$ cat src/verilog/spi_pkg.sv
package spi_pkg;

    // register byte addresses
    localparam logic [7:0] ADDR_SPMODE  = 8'h00;
    localparam logic [7:0] ADDR_SPIE    = 8'h04;
    localparam logic [7:0] ADDR_SPIM    = 8'h08;
    localparam logic [7:0] ADDR_SPCOM   = 8'h0C;
    localparam logic [7:0] ADDR_SPITF   = 8'h10;
    localparam logic [7:0] ADDR_SPIRF   = 8'h14;
    localparam logic [7:0] ADDR_CSMODE0 = 8'h20;  // CSMODEn at +4*n

    localparam int SPMODE_EN = 31;  // enable bit

    // writable bits per register
    localparam logic [31:0] SPMODE_WMASK = 32'h8000_0000;
    localparam logic [31:0] SPIE_MASK    = 32'h0000_C300;
    localparam logic [31:0] SPCOM_WMASK  = 32'hC000_FFFF;
    localparam logic [31:0] CSMODE_WMASK = 32'hEF00_FFF8;

    typedef logic [7:0] char_t;

    typedef struct packed {
        logic       cpol;
        logic       cpha;
        logic       cs_pol;   // 1 means active high
        logic       rsv0;
        logic [3:0] pm;       // half period is pm+1 clocks
        logic [7:0] rsv1;
        logic [3:0] csbef;
        logic [3:0] csaft;
        logic [4:0] cscg;
        logic [2:0] rsv2;
    } csmode_t;

    typedef struct packed {
        logic [1:0]  cs;
        logic [13:0] rsv;
        logic [15:0] tranlen;  // chars minus one
    } spcom_t;

    typedef struct packed {
        logic [15:0] rsv0;
        logic        txe;
        logic        don;   // sticky, write 1 to clear
        logic [3:0]  rsv1;
        logic        rne;
        logic        tnf;
        logic [7:0]  rsv2;
    } spie_t;

    typedef struct packed {
        logic [1:0]  cs;
        logic [15:0] tranlen;
        csmode_t     mode;
    } frame_cmd_t;

    localparam csmode_t     CSMODE_DEF = '0;
    localparam logic [31:0] SPMODE_DEF = '0;
    localparam logic [31:0] SPIM_DEF   = '0;
    localparam spcom_t      SPCOM_DEF  = '0;

endpackage

$ cat src/verilog/spi_char_fifo.sv
module spi_char_fifo #(
    parameter int DEPTH = 8
) (
    input  logic           S_SYSCLK,
    input  logic           S_RESETN,
    input  logic           i_push,
    input  spi_pkg::char_t i_data,
    input  logic           i_pop,
    output spi_pkg::char_t o_data,
    output logic           o_full,
    output logic           o_empty
);

    localparam int AW = (DEPTH > 1) ? $clog2(DEPTH) : 1;

    spi_pkg::char_t mem [DEPTH];
    logic [AW-1:0]  wr_ptr;
    logic [AW-1:0]  rd_ptr;
    logic [AW:0]    count;
    logic           do_push;
    logic           do_pop;

    function automatic logic [AW-1:0] ptr_inc(input logic [AW-1:0] p);
        return (p == AW'(DEPTH - 1)) ? '0 : p + 1'b1;  // wrap for any depth
    endfunction

    assign o_full  = (count == (AW + 1)'(DEPTH));
    assign o_empty = (count == '0);
    assign do_push = i_push && !o_full;
    assign do_pop  = i_pop && !o_empty;
    assign o_data  = mem[rd_ptr];

    always_ff @(posedge S_SYSCLK) begin
        if (do_push) begin
            mem[wr_ptr] <= i_data;
        end
    end

    always_ff @(posedge S_SYSCLK or negedge S_RESETN) begin
        if (!S_RESETN) begin
            wr_ptr <= '0;
            rd_ptr <= '0;
            count  <= '0;
        end else begin
            if (do_push) wr_ptr <= ptr_inc(wr_ptr);
            if (do_pop) rd_ptr <= ptr_inc(rd_ptr);
            count <= count + (AW + 1)'(do_push) - (AW + 1)'(do_pop);
        end
    end

    // a push into a full buffer would overwrite the head
    a_no_push_full: assert property (@(posedge S_SYSCLK) disable iff (!S_RESETN)
        (i_push && o_full && !i_pop) |=> (o_full && (o_data == $past(o_data))));

endmodule

$ cat src/verilog/spi_brg.sv
module spi_brg (
    input  logic       S_SYSCLK,
    input  logic       S_RESETN,
    input  logic       i_run,
    input  logic [3:0] i_pm,
    input  logic       i_cpol,
    output logic       o_sck,
    output logic       o_lead,
    output logic       o_trail
);

    logic [3:0] cnt;
    logic       tick;

    // strobes mark the clock edge on which sck toggles
    assign tick    = i_run && (cnt == i_pm);
    assign o_lead  = tick && (o_sck == i_cpol);  // leaving idle level
    assign o_trail = tick && (o_sck != i_cpol);

    always_ff @(posedge S_SYSCLK or negedge S_RESETN) begin
        if (!S_RESETN) begin
            cnt   <= '0;
            o_sck <= 1'b0;
        end else if (!i_run) begin
            cnt   <= '0;
            o_sck <= i_cpol;  // park at idle level
        end else if (tick) begin
            cnt   <= '0;
            o_sck <= ~o_sck;
        end else begin
            cnt <= cnt + 4'd1;
        end
    end

endmodule

$ cat src/verilog/spi_regs.sv
module spi_regs #(
    parameter int NCS = 4
) (
    input  logic                S_SYSCLK,
    input  logic                S_RESETN,
    input  logic [7:0]          i_awaddr,
    input  logic [31:0]         i_wdata,
    input  logic [3:0]          i_wstrb,
    input  logic                i_reg_wen,
    input  logic [7:0]          i_araddr,
    output logic [31:0]         o_rdata,
    input  logic                i_reg_rden,
    output logic                o_interrupt,
    input  logic                i_busy,
    input  logic                i_done,
    input  logic                i_tx_full,
    input  logic                i_tx_empty,
    input  spi_pkg::char_t      i_rx_head,
    input  logic                i_rx_empty,
    output logic                o_tx_push,
    output spi_pkg::char_t      o_tx_data,
    output logic                o_rx_pop,
    output logic                o_start,
    output spi_pkg::frame_cmd_t o_cmd,
    output logic [NCS-1:0]      o_cs_pol
);

    logic [31:0]      spmode;
    logic [31:0]      spim;
    spi_pkg::spcom_t  spcom;
    spi_pkg::csmode_t csmode [NCS];
    logic             don;
    spi_pkg::spie_t   spie;
    spi_pkg::spie_t   wr_spie;
    logic             wr_ok;
    logic             en;

    assign wr_ok   = i_reg_wen && (i_wstrb == 4'hf);  // full words only
    assign en      = spmode[spi_pkg::SPMODE_EN];
    assign wr_spie = i_wdata;

    // live status plus the sticky done flag
    always_comb begin
        spie     = '0;
        spie.txe = i_tx_empty;
        spie.don = don;
        spie.rne = !i_rx_empty;
        spie.tnf = !i_tx_full;
    end

    assign o_interrupt = |(32'(spie) & spim);

    assign o_tx_push = wr_ok && (i_awaddr == spi_pkg::ADDR_SPITF) && en && !i_tx_full;
    assign o_tx_data = i_wdata[7:0];
    assign o_rx_pop  = i_reg_rden && (i_araddr == spi_pkg::ADDR_SPIRF) && !i_rx_empty;

    always_ff @(posedge S_SYSCLK or negedge S_RESETN) begin
        if (!S_RESETN) begin
            spmode  <= spi_pkg::SPMODE_DEF;
            spim    <= spi_pkg::SPIM_DEF;
            spcom   <= spi_pkg::SPCOM_DEF;
            don     <= 1'b0;
            o_start <= 1'b0;
            for (int k = 0; k < NCS; k++) begin
                csmode[k] <= spi_pkg::CSMODE_DEF;
            end
        end else begin
            o_start <= 1'b0;
            if (wr_ok) begin
                case (i_awaddr)
                    spi_pkg::ADDR_SPMODE: spmode <= i_wdata & spi_pkg::SPMODE_WMASK;
                    spi_pkg::ADDR_SPIE: begin
                        if (wr_spie.don) begin
                            don <= 1'b0;
                        end
                    end
                    spi_pkg::ADDR_SPIM: spim <= i_wdata & spi_pkg::SPIE_MASK;
                    spi_pkg::ADDR_SPCOM: begin
                        spcom   <= spi_pkg::spcom_t'(i_wdata & spi_pkg::SPCOM_WMASK);
                        o_start <= en && !i_busy && !o_start;  // ignored mid frame
                    end
                    default: ;
                endcase
                for (int k = 0; k < NCS; k++) begin
                    if (i_awaddr == spi_pkg::ADDR_CSMODE0 + 8'(4 * k)) begin
                        csmode[k] <= spi_pkg::csmode_t'(i_wdata & spi_pkg::CSMODE_WMASK);
                    end
                end
            end
            if (i_done) begin
                don <= 1'b1;  // set beats clear
            end
        end
    end

    always_comb begin
        o_rdata = '0;
        case (i_araddr)
            spi_pkg::ADDR_SPMODE: o_rdata = spmode;
            spi_pkg::ADDR_SPIE:   o_rdata = spie;
            spi_pkg::ADDR_SPIM:   o_rdata = spim;
            spi_pkg::ADDR_SPCOM:  o_rdata = spcom;
            spi_pkg::ADDR_SPIRF:  o_rdata = i_rx_empty ? 32'h0 : {24'h0, i_rx_head};
            default: ;
        endcase
        for (int k = 0; k < NCS; k++) begin
            if (i_araddr == spi_pkg::ADDR_CSMODE0 + 8'(4 * k)) begin
                o_rdata = csmode[k];
            end
        end
    end

    // mode of the addressed chip select
    always_comb begin
        o_cmd.cs      = spcom.cs;
        o_cmd.tranlen = spcom.tranlen;
        o_cmd.mode    = spi_pkg::CSMODE_DEF;
        for (int k = 0; k < NCS; k++) begin
            if (spcom.cs == 2'(k)) begin
                o_cmd.mode = csmode[k];
            end
            o_cs_pol[k] = csmode[k].cs_pol;
        end
    end

    a_start_idle: assert property (@(posedge S_SYSCLK) disable iff (!S_RESETN)
        $rose(o_start) |-> !i_busy);

endmodule

$ cat src/verilog/spi_frame_ctrl.sv
module spi_frame_ctrl #(
    parameter int NCS = 4
) (
    input  logic                S_SYSCLK,
    input  logic                S_RESETN,
    input  logic                i_start,
    input  spi_pkg::frame_cmd_t i_cmd,
    input  logic [NCS-1:0]      i_cs_pol,
    input  spi_pkg::char_t      i_tx_data,
    input  logic                i_tx_empty,
    output logic                o_tx_pop,
    output logic                o_rx_push,
    output spi_pkg::char_t      o_rx_data,
    output logic                o_busy,
    output logic                o_done,
    output logic                o_spi_sck,
    output logic                o_spi_mosi,
    output logic [NCS-1:0]      o_spi_sel,
    input  logic                i_spi_miso
);

    typedef enum logic [2:0] {
        ST_IDLE, ST_BEF, ST_DWAIT, ST_XFER, ST_AFT, ST_GAP
    } state_t;

    state_t           state;
    spi_pkg::csmode_t mode;
    logic [8:0]       dly;       // delay left in clocks
    logic [4:0]       hlen;      // clocks per half period
    logic [15:0]      char_cnt;
    logic [2:0]       bit_cnt;
    spi_pkg::char_t   tx_sr;
    spi_pkg::char_t   rx_sr;
    logic             sel_act;
    logic             run;
    logic             lead;
    logic             trail;
    logic             sample;
    logic             shift;
    logic             char_end;
    logic             last_char;

    assign mode      = i_cmd.mode;
    assign hlen      = {1'b0, mode.pm} + 5'd1;
    assign run       = (state == ST_XFER);
    assign sample    = mode.cpha ? trail : lead;
    assign shift     = mode.cpha ? lead : trail;
    assign char_end  = trail && (bit_cnt == 3'd7);  // 16th half period
    assign last_char = (char_cnt == i_cmd.tranlen);
    assign o_busy    = (state != ST_IDLE);
    assign o_rx_data = rx_sr;

    // next char starts right after the previous one when data is there
    assign o_tx_pop = !i_tx_empty && ((state == ST_DWAIT) || (char_end && !last_char));

    spi_brg u_brg (
        .S_SYSCLK (S_SYSCLK),
        .S_RESETN (S_RESETN),
        .i_run    (run),
        .i_pm     (mode.pm),
        .i_cpol   (mode.cpol),
        .o_sck    (o_spi_sck),
        .o_lead   (lead),
        .o_trail  (trail)
    );

    always_ff @(posedge S_SYSCLK or negedge S_RESETN) begin
        if (!S_RESETN) begin
            state    <= ST_IDLE;
            dly      <= '0;
            char_cnt <= '0;
            bit_cnt  <= '0;
            sel_act  <= 1'b0;
            o_done   <= 1'b0;
        end else begin
            o_done <= 1'b0;
            case (state)
                ST_IDLE: begin
                    if (i_start) begin
                        state    <= ST_BEF;
                        sel_act  <= 1'b1;
                        dly      <= 9'(mode.csbef) * 9'(hlen);
                        char_cnt <= '0;
                        bit_cnt  <= '0;
                    end
                end
                ST_BEF: begin
                    if (dly == '0) begin
                        state <= ST_DWAIT;
                    end else begin
                        dly <= dly - 9'd1;
                    end
                end
                ST_DWAIT: begin
                    if (o_tx_pop) begin
                        state <= ST_XFER;
                    end
                end
                ST_XFER: begin
                    if (trail) begin
                        bit_cnt <= bit_cnt + 3'd1;  // wraps at char end
                    end
                    if (char_end) begin
                        char_cnt <= char_cnt + 16'd1;
                        if (last_char) begin
                            state <= ST_AFT;
                            dly   <= 9'(mode.csaft) * 9'(hlen);
                        end else if (i_tx_empty) begin
                            state <= ST_DWAIT;
                        end
                    end
                end
                ST_AFT: begin
                    if (dly == '0) begin
                        state   <= ST_GAP;
                        sel_act <= 1'b0;
                        o_done  <= 1'b1;
                        dly     <= 9'(mode.cscg) * 9'(hlen);
                    end else begin
                        dly <= dly - 9'd1;
                    end
                end
                ST_GAP: begin
                    if (dly == '0) begin
                        state <= ST_IDLE;
                    end else begin
                        dly <= dly - 9'd1;
                    end
                end
                default: state <= ST_IDLE;
            endcase
        end
    end

    // msb first and cpha 0 puts the first bit out at load time
    always_ff @(posedge S_SYSCLK) begin
        if (o_tx_pop) begin
            tx_sr <= mode.cpha ? i_tx_data : {i_tx_data[6:0], 1'b0};
        end else if (shift) begin
            tx_sr <= {tx_sr[6:0], 1'b0};
        end
        if (sample) begin
            rx_sr <= {rx_sr[6:0], i_spi_miso};
        end
    end

    always_ff @(posedge S_SYSCLK or negedge S_RESETN) begin
        if (!S_RESETN) begin
            o_spi_mosi <= 1'b0;
            o_rx_push  <= 1'b0;
        end else begin
            o_rx_push <= char_end;  // rx_sr complete one clock later
            if (o_tx_pop) begin
                if (!mode.cpha) begin
                    o_spi_mosi <= i_tx_data[7];
                end
            end else if (shift) begin
                o_spi_mosi <= tx_sr[7];
            end
        end
    end

    always_comb begin
        for (int k = 0; k < NCS; k++) begin
            if (sel_act && (i_cmd.cs == 2'(k))) begin
                o_spi_sel[k] = i_cs_pol[k];
            end else begin
                o_spi_sel[k] = ~i_cs_pol[k];  // idle level per line
            end
        end
    end

    // every popped byte begins a character at bit 0
    a_pop_starts_char: assert property (@(posedge S_SYSCLK) disable iff (!S_RESETN)
        o_tx_pop |=> ((state == ST_XFER) && (bit_cnt == 3'd0)));

endmodule

$ cat src/verilog/spi_master_top.sv
module spi_master_top #(
    parameter int NCS      = 4,
    parameter int TX_DEPTH = 8,
    parameter int RX_DEPTH = 8
) (
    input  logic           S_SYSCLK,
    input  logic           S_RESETN,
    input  logic [7:0]     i_awaddr,
    input  logic [31:0]    i_wdata,
    input  logic [3:0]     i_wstrb,
    input  logic           i_reg_wen,
    input  logic [7:0]     i_araddr,
    output logic [31:0]    o_rdata,
    input  logic           i_reg_rden,
    output logic           o_interrupt,
    output logic           o_spi_sck,
    input  logic           i_spi_miso,
    output logic           o_spi_mosi,
    output logic [NCS-1:0] o_spi_sel
);

    logic                tx_push;
    spi_pkg::char_t      tx_data;
    logic                tx_pop;
    spi_pkg::char_t      tx_head;
    logic                tx_full;
    logic                tx_empty;
    logic                rx_push;
    spi_pkg::char_t      rx_data;
    logic                rx_pop;
    spi_pkg::char_t      rx_head;
    logic                rx_empty;
    logic                start;
    spi_pkg::frame_cmd_t cmd;
    logic [NCS-1:0]      cs_pol;
    logic                busy;
    logic                done;

    spi_regs #(.NCS(NCS)) u_regs (
        .S_SYSCLK    (S_SYSCLK),
        .S_RESETN    (S_RESETN),
        .i_awaddr    (i_awaddr),
        .i_wdata     (i_wdata),
        .i_wstrb     (i_wstrb),
        .i_reg_wen   (i_reg_wen),
        .i_araddr    (i_araddr),
        .o_rdata     (o_rdata),
        .i_reg_rden  (i_reg_rden),
        .o_interrupt (o_interrupt),
        .i_busy      (busy),
        .i_done      (done),
        .i_tx_full   (tx_full),
        .i_tx_empty  (tx_empty),
        .i_rx_head   (rx_head),
        .i_rx_empty  (rx_empty),
        .o_tx_push   (tx_push),
        .o_tx_data   (tx_data),
        .o_rx_pop    (rx_pop),
        .o_start     (start),
        .o_cmd       (cmd),
        .o_cs_pol    (cs_pol)
    );

    spi_char_fifo #(.DEPTH(TX_DEPTH)) u_tx_fifo (
        .S_SYSCLK (S_SYSCLK),
        .S_RESETN (S_RESETN),
        .i_push   (tx_push),
        .i_data   (tx_data),
        .i_pop    (tx_pop),
        .o_data   (tx_head),
        .o_full   (tx_full),
        .o_empty  (tx_empty)
    );

    // rx overflow drops the byte inside the fifo
    spi_char_fifo #(.DEPTH(RX_DEPTH)) u_rx_fifo (
        .S_SYSCLK (S_SYSCLK),
        .S_RESETN (S_RESETN),
        .i_push   (rx_push),
        .i_data   (rx_data),
        .i_pop    (rx_pop),
        .o_data   (rx_head),
        .o_full   (),
        .o_empty  (rx_empty)
    );

    spi_frame_ctrl #(.NCS(NCS)) u_frame (
        .S_SYSCLK   (S_SYSCLK),
        .S_RESETN   (S_RESETN),
        .i_start    (start),
        .i_cmd      (cmd),
        .i_cs_pol   (cs_pol),
        .i_tx_data  (tx_head),
        .i_tx_empty (tx_empty),
        .o_tx_pop   (tx_pop),
        .o_rx_push  (rx_push),
        .o_rx_data  (rx_data),
        .o_busy     (busy),
        .o_done     (done),
        .o_spi_sck  (o_spi_sck),
        .o_spi_mosi (o_spi_mosi),
        .o_spi_sel  (o_spi_sel),
        .i_spi_miso (i_spi_miso)
    );

endmodule

$ cat config.mk
export PLATFORM = sky130hd
export DESIGN_NAME = spi_master_top
export DESIGN_NICKNAME = d
export VERILOG_FILES = /design/src/verilog/spi_pkg.sv /design/src/verilog/spi_char_fifo.sv /design/src/verilog/spi_brg.sv /design/src/verilog/spi_regs.sv /design/src/verilog/spi_frame_ctrl.sv /design/src/verilog/spi_master_top.sv
export SDC_FILE = /design/constraint.sdc
export NUM_CORES = 1
export LEC_CHECK = 0
export BUFFER_PORTS_ARGS = -buffer_cell sky130_fd_sc_hd__buf_2
export CORE_UTILIZATION = 60
export DETAILED_ROUTE_END_ITERATION = 10
export PLACE_DENSITY_LB_ADDON = 0.25
export REMOVE_ABC_BUFFERS = 1
export SLEW_MARGIN = 10
export SYNTH_ARGS = -nofsm -noshare
export SYNTH_HDL_FRONTEND = slang
export SYNTH_SLANG_ARGS = --single-unit
export TNS_END_PERCENT = 1
$ cat constraint.sdc
create_clock -name S_SYSCLK -period 5.25 [get_ports S_SYSCLK]
set_input_delay 0.7875 -clock S_SYSCLK [delete_from_list [all_inputs] [get_ports S_SYSCLK]]
set_output_delay 0.7875 -clock S_SYSCLK [all_outputs]
set_load 0.01 [all_outputs]
==> results of run 1 <==
-- metal layers --
layer,wire length [um],GRT usage,up-vias
li1,-,-,4827
met2,18000,0.443,334
met1,15600,0.369,5333
met3,2360,0.0442,69
met4,924,0.0825,0
met5,0,0,-
-- flip-flops by register name, indices dropped and copies added, names as in the netlist, 3 cells and up --
| name | cells |
|---|---|
| u_regs.o_cs_pol | 4 |
| u_regs.o_cmd | 18 |
| u_frame.o_rx_data | 8 |
| u_frame.dly | 9 |
| u_frame.char_cnt | 16 |
| u_frame.bit_cnt | 3 |
| u_regs.csmode | 76 |
| u_frame.tx_sr | 8 |
| u_regs.spim | 4 |
| u_frame.state | 3 |
| u_rx_fifo.rd_ptr | 3 |
| u_rx_fifo.wr_ptr | 3 |
| u_frame.u_brg.cnt | 4 |
| u_tx_fifo.wr_ptr | 3 |
| u_rx_fifo.count | 4 |
| u_tx_fifo.rd_ptr | 3 |
| u_tx_fifo.count | 4 |
| u_rx_fifo.mem | 64 |
| u_tx_fifo.mem | 64 |
-- final timing paths --
| kind | end | cells past startpoint | slack, ps | start |
|---|---|---|---|---|
| min | u_tx_fifo.rd_ptr[0] | 1 | 270 | S_RESETN |
| min in group S_SYSCLK | u_frame.o_rx_data[0] | 1 | 410 | i_spi_miso |
| min reg2reg | u_regs.don | 1 | 450 | u_frame.o_done |
| max | u_frame.dly[8] | 18 | 280 | u_regs.o_cmd[48] |
| max reg2reg | u_frame.dly[8] | 18 | 280 | u_regs.o_cmd[48] |
| max in group asynchronous | u_regs.csmode[100] | 2 | 3820 | S_RESETN |
-- cells in the final DEF, fill, tap and decap left out, types with 9 or more instances in the layout --
cell and instances:
nor3_1 28, buf_2 76, edfxtp_1 144, a21oi_1 23, conb_1 9, nand2_1 105, nand3_1 21, inv_1 57
xor2_1 27, clkbuf_16 31, and2_1 33, a211oi_1 9, ha_1 69, buf_4 31, nand4_1 15, a22oi_1 21
fa_1 22, mux2i_1 12, and3_1 10, mux4_2 50, o22ai_1 16, o21ai_0 51, nor2b_1 10, nor2_1 52
mux2_2 126, dfrtp_1 165, xnor2_1 31, a21o_1 13
-- final cells by class --
cell class,count,area (sq um)
sequential,309,8450
fill,1907,8210
multi-input combinational,837,7330
clock buffer,43,881
timing repair buffer,108,624
tap,335,419
inverter,59,224
clock inverter,15,139
-- logic make-up (layout without fill, tap and decap cells) --
family,Yosys count,after routing,synth area share
other cells,1,9,0.000231
xor+xnor,62,62,0.0360
fa+ha+maj,91,91,0.0802
compound gates,175,175,0.0721
simple gates,309,309,0.0942
mux,191,191,0.167
buf+inv,119,225,0.0305
flops,309,309,0.520
-- metrics by stage --
step,hold slack [ps],setup slack [ps]
after global routing,335,8.88
after floorplan,404,-302
after CTS,304,269
after detailed placement,439,281
after global placement,425,319
final,272,277
-- critical path, stage by stage, from the launching register on --
cell and delay, ps:
dfrtp_1 630, mux2_4 350, o21ai_4 280, inv_4 100
ha_1 210, xor2_1 190, nand2_1 90, fa_1 470
fa_1 520, fa_1 540, inv_1 40, ha_1 330
a21o_1 190, a21oi_1 210, o21bai_1 90, a21oi_1 170
xnor2_1 90, a211oi_1 210, o21ai_0 100
-- power groups by stage --
| stage | registers (mW) | logic (mW) | clock network (mW) |
|---|---|---|---|
| global route | 3.02 | 1.17 | 2.32 |
| global placement | 3.03 | 1.01 | 0 |
| CTS | 3.00 | 1.05 | 2.23 |
| finish | 2.99 | 1.05 | 2.20 |
| detailed placement | 3.04 | 1.04 | 0 |
| floorplan | 2.97 | 0.741 | 0 |
==> reports/qor.yml, run 1 <==
initial_utilization: 0.618
syn2layout_area_growth_pct: 11.2
place_congestion: 0.839
hold_buffers: 0
die_x_um: 167
worstMarginPinSlew_ps: 1270
cts-htree-levels: 1
yosys_warnings: 0
dp.cells: 1648
postRouteAntennaNets: 0
dp_hpwl_mm: 25.8
cts_setup_buffers: 0
worst-endpoint-arrival_ps: 5400
via_per_inst: 6.19
hold_viol: 0
first_pass_iters: 10
tns_ps: 0
num_vias: 10600
p_int_mw: 4.50
nNetsFinal: 1494
power_mw: 6.24
max_cap_violations: 0
leakage_nw: 8.03
routed_wl_mm: 36.9
synth_flop_cell: "dfrtp_1"
pwr-share-clk: 0.353
synthCells: 1257
power_density_nw_per_um2: 345
grt_usage: 0.269
cts_root_buf: "clkbuf_16"
synth_top_area_share: 0.266
coreArea_sq_um: 26300
crit_path_max_fanout: 10
ys_seq_area_frac: 0.520
fin_cells: 1706
grt_max_degree: 82
design_area_sq_um: 18100
cts_sinks: 309
grt-ovfl-total: 0
clk_latency_ps: 570
clk_pin_slew_ps: 70
startpoint_type: "flop"
yosysMostFrequentCell: "dfrtp_1"
finalCoreUtilization: 0.688
dieArea_sq_um: 27700
die_h_um: 167
drc_errors: 1
hp-class: "in2async"
num_rows: 59
drv_slew: 0
synth_seq_cells: 309
synth_commonest_cells: "dfrtp_1 (165), edfxtp_1 (144), mux2_2 (126)"
violations: "design-rule violations"
syn_avg_cell_area_sq_um: 12.9
diodes: 0
period_minus_slack_ps: 4970
drive_gt1_frac: 0.257
synth_top_area_cell: "edfxtp_1"
ctsResizeCount: 0
relSlewSlack: 0.154
io_buffers: 77
first_iter_violations: 807
rsz0062_at_grt: "false"
ir_worst_vdd_v: 0.000324
grt_pass1_wl_mm: 57.8
p_sw_mw: 1.74
cts_tree: "done"
synth_edf_count: 144
grt_pass1_vias: 10600
cts_made_buffers: 31
cts_buffer_depth: 3
io_pins: 96
skew_ps: 26.9
ys_types: 65
crit_path_end_kind: "flop"
synth.area.top_cells: "edfxtp_1 (27%), dfrtp_1 (25%), mux2_2 (8.7%), mux4_2 (6.9%), ha_1 (5.3%)"
synthArstFlopShare: 0.534
cp.required_ps: 5670
finalSetupViolations: 0
combPwrFrac: 0.168
status: "complete, but fails checks"
critPathKind: "reg2reg"
seqPwrFrac: 0.479
antenna_found_initial: 0
max_freq_ghz: 0.201
synth_area_sq_um: 16200
min_period_over_period: 0.947
routedWlPerCell_um: 21.6
place_area_sq_um: 17100
p_sw_frac: 0.278
No activity file was read; power rests on OpenSTA's default activity.
==> run 2: changes to the inputs <==
--- a/config.mk
+++ b/config.mk
@@ -9,6 +9,7 @@
 export CORE_UTILIZATION = 60
 export DETAILED_ROUTE_END_ITERATION = 10
 export PLACE_DENSITY_LB_ADDON = 0.25
+export RECOVER_POWER = 25
 export REMOVE_ABC_BUFFERS = 1
 export SLEW_MARGIN = 10
 export SYNTH_ARGS = -nofsm -noshare
==> run 2 against run 1 <==
The flow finishes with violations (design-rule violations, max-capacitance violations, max-slew violations). Global-route usage unchanged. Count of clock-buffer cells in the layout unchanged. First-iteration DRC count down 0.25%.
==> reports/qor.yml, run 2 (synthesized netlist as in run 1, its figures left out) <==
status: "complete, but fails checks"
combPwrFrac: 0.168  # about the same
drv_slew: 82  # +82
p_sw_mw: 1.74  # about the same
min_period_over_period: 0.946  # -0.00118
leakage_nw: 8.00  # -0.30%
dp_hpwl_mm: 25.8  # unchanged
crit_path_end_kind: "flop"
critPathKind: "reg2reg"
cp.required_ps: 5670  # about the same
first_pass_iters: 8  # -2
grt_usage: 0.269  # unchanged
num_vias: 10500  # -0.22%
clk_pin_slew_ps: 70  # about the same
max_cap_violations: 1  # +1
hold_viol: 0  # unchanged
io_buffers: 77  # unchanged
via_per_inst: 6.18  # -0.22%
seqPwrFrac: 0.479  # about the same
hold_depth: 1
tns_ps: 0  # unchanged
crit_path_max_fanout: 10  # unchanged
antenna_found_initial: 0  # unchanged
p_sw_frac: 0.278  # about the same
grt-ovfl-total: 0  # unchanged
drive_gt1_frac: 0.250  # -0.00656
worst_slack_ps: 283  # +6.18 ps
fin_cells: 1706  # unchanged
power_density_nw_per_um2: 345  # about the same
max_freq_ghz: 0.201  # +0.12%
dieArea_sq_um: 27700  # unchanged
path_cells: "mux2_4, o21ai_4, inv_4, ha_1, xor2_1, nand2_1, fa_1, fa_1, fa_1, inv_1, ha_1, a21o_1, a21oi_1, o21bai_1, a21oi_1, xnor2_1, a211oi_1, o21ai_0"
grt_pass1_wl_mm: 57.8  # unchanged
cts_made_buffers: 31  # unchanged
die_h_um: 167  # unchanged
grt_pass1_vias: 10600  # unchanged
largest_reg_flops: 76  # unchanged
cts-htree-levels: 1  # unchanged
clk_latency_ps: 570  # about the same
hp-class: "in2reg"
worst-endpoint-arrival_ps: 5390  # about the same
period_minus_slack_ps: 4970  # -6.18 ps
power_mw: 6.24  # about the same
cts_tree: "done"
violations: "design-rule violations, max-capacitance violations, max-slew violations"
initial_utilization: 0.618  # unchanged
diodes: 0  # unchanged
drc_errors: 1  # unchanged
routedWlPerCell_um: 21.6  # about the same
coreArea_sq_um: 26300  # unchanged
grt_max_degree: 82  # unchanged
pwr-share-clk: 0.353  # about the same
r2r_cells: 18  # unchanged
routed_wl_mm: 36.9  # about the same
io_pins: 96  # unchanged
relSlewSlack: -1.63  # -1.79
p_int_mw: 4.50  # about the same
pre_cts_slack_ps: 281  # unchanged
layout_commonest_cell: "dfrtp_1"
cts_buffer_depth: 3  # unchanged
nFillCells: 1914  # +0.37%
die_x_um: 167  # unchanged
rsz0062_at_grt: "false"
cp_slowest_cell: "dfrtp_1"
regMostFlops: "u_regs.csmode"
ir_worst_vdd_v: 0.000324  # about the same
first_iter_violations: 805  # -0.25%
dp.cells: 1648  # unchanged
postRouteAntennaNets: 0  # unchanged
crit_top_cell: "fa_1"
nNetsFinal: 1494  # unchanged
cts_sinks: 309  # unchanged
startpoint_type: "flop"
worstMarginPinSlew_ps: 3950  # +2680 ps
cts_setup_buffers: 0  # unchanged
skew_ps: 23.7  # -3.25 ps
place_congestion: 0.839  # unchanged
hold_buffers: 0  # unchanged
finalSetupViolations: 0  # unchanged
num_rows: 59  # unchanged
syn2layout_area_growth_pct: 11.1  # about the same
ctsResizeCount: 0  # unchanged
mostFrequentLayoutCells: "dfrtp_1 (165), edfxtp_1 (144), mux2_2 (126), nand2_1 (105), ha_1 (69)"
cts_root_buf: "clkbuf_16"
critPathMaxStageDelay_ps: 620  # about the same
reg_top3: "u_regs.csmode: 76 flops, u_rx_fifo.mem: 64 flops, u_tx_fifo.mem: 64 flops"
run 2: changes by cell type in the layout (fill, tap and decap cells not counted), sizes merged:
cell / change
buf: -9
clkbuf: +8
clkdlybuf4s25: +1
run 2: worst paths after layout:
path | from | to | slack (ps)
worst max-delay path | u_regs.o_cmd[48] | u_frame.dly[8] | 280
worst min-delay path | i_spi_miso | u_frame.o_rx_data[0] | 410
worst max register to register | u_regs.o_cmd[48] | u_frame.dly[8] | 280
worst min register to register | u_frame.o_done | u_regs.don | 450
max in group asynchronous | S_RESETN | u_regs.csmode[91] | 1190
min in group asynchronous | S_RESETN | u_tx_fifo.rd_ptr[0] | 1820
run 2: power by group through the flow:
| stage | combinational, mW | sequential [mW] | clock, mW |
|---|---|---|---|
| 2_1_floorplan | 0.741 | 2.97 | 0 |
| 3_3_place_gp | 1.01 | 3.03 | 0 |
| 3_5_place_dp | 1.04 | 3.04 | 0 |
| 4_1_cts | 1.05 | 3.00 | 2.23 |
| 5_1_grt | 1.17 | 3.02 | 2.32 |
| 6_report | 1.05 | 2.99 | 2.20 |
run 2: layer usage:
layer  vias to the layer above  GRT usage  wire (um)
met5                         -          0          0
met4                         0     0.0825        922
met3                        63     0.0442       2390
met2                       342      0.443      17900
met1                      5305      0.369      15600
li1                       4830          -          -
run 2: critical path, delay by kind of cell (launching register included):
family                   cells  cell delay [ps]
AND/OR/NAND/NOR              1               90
buffers and inverters        2              140
XOR/XNOR                     2              280
adder cells (fa/ha/maj)      5             2070
flip-flops                   1              620
AO/OA/AOI/OAI                7             1250
multiplexers                 1              350
run 2: per-stage QoR:
step	instance area, sq um	utilization	hold slack, ps
4_1_cts	18100	0.688	304
3_3_place_gp	17100	0.649	425
2_1_floorplan	16000	-	404
5_1_grt	18100	0.687	398
3_5_place_dp	17100	0.649	439
6_report	18100	0.687	408
run 2: layout make-up:
cell class / instances / area (sq um) / share of cell area
inverters: 59 / 224 / 0.0124
clock buffers: 43 / 881 / 0.0488
flip-flops and latches: 309 / 8450 / 0.468
multi-input cells: 837 / 7330 / 0.406
repair buffers: 108 / 613 / 0.0339
well taps: 335 / 419 / 0.0232
clock inverters: 15 / 139 / 0.00769
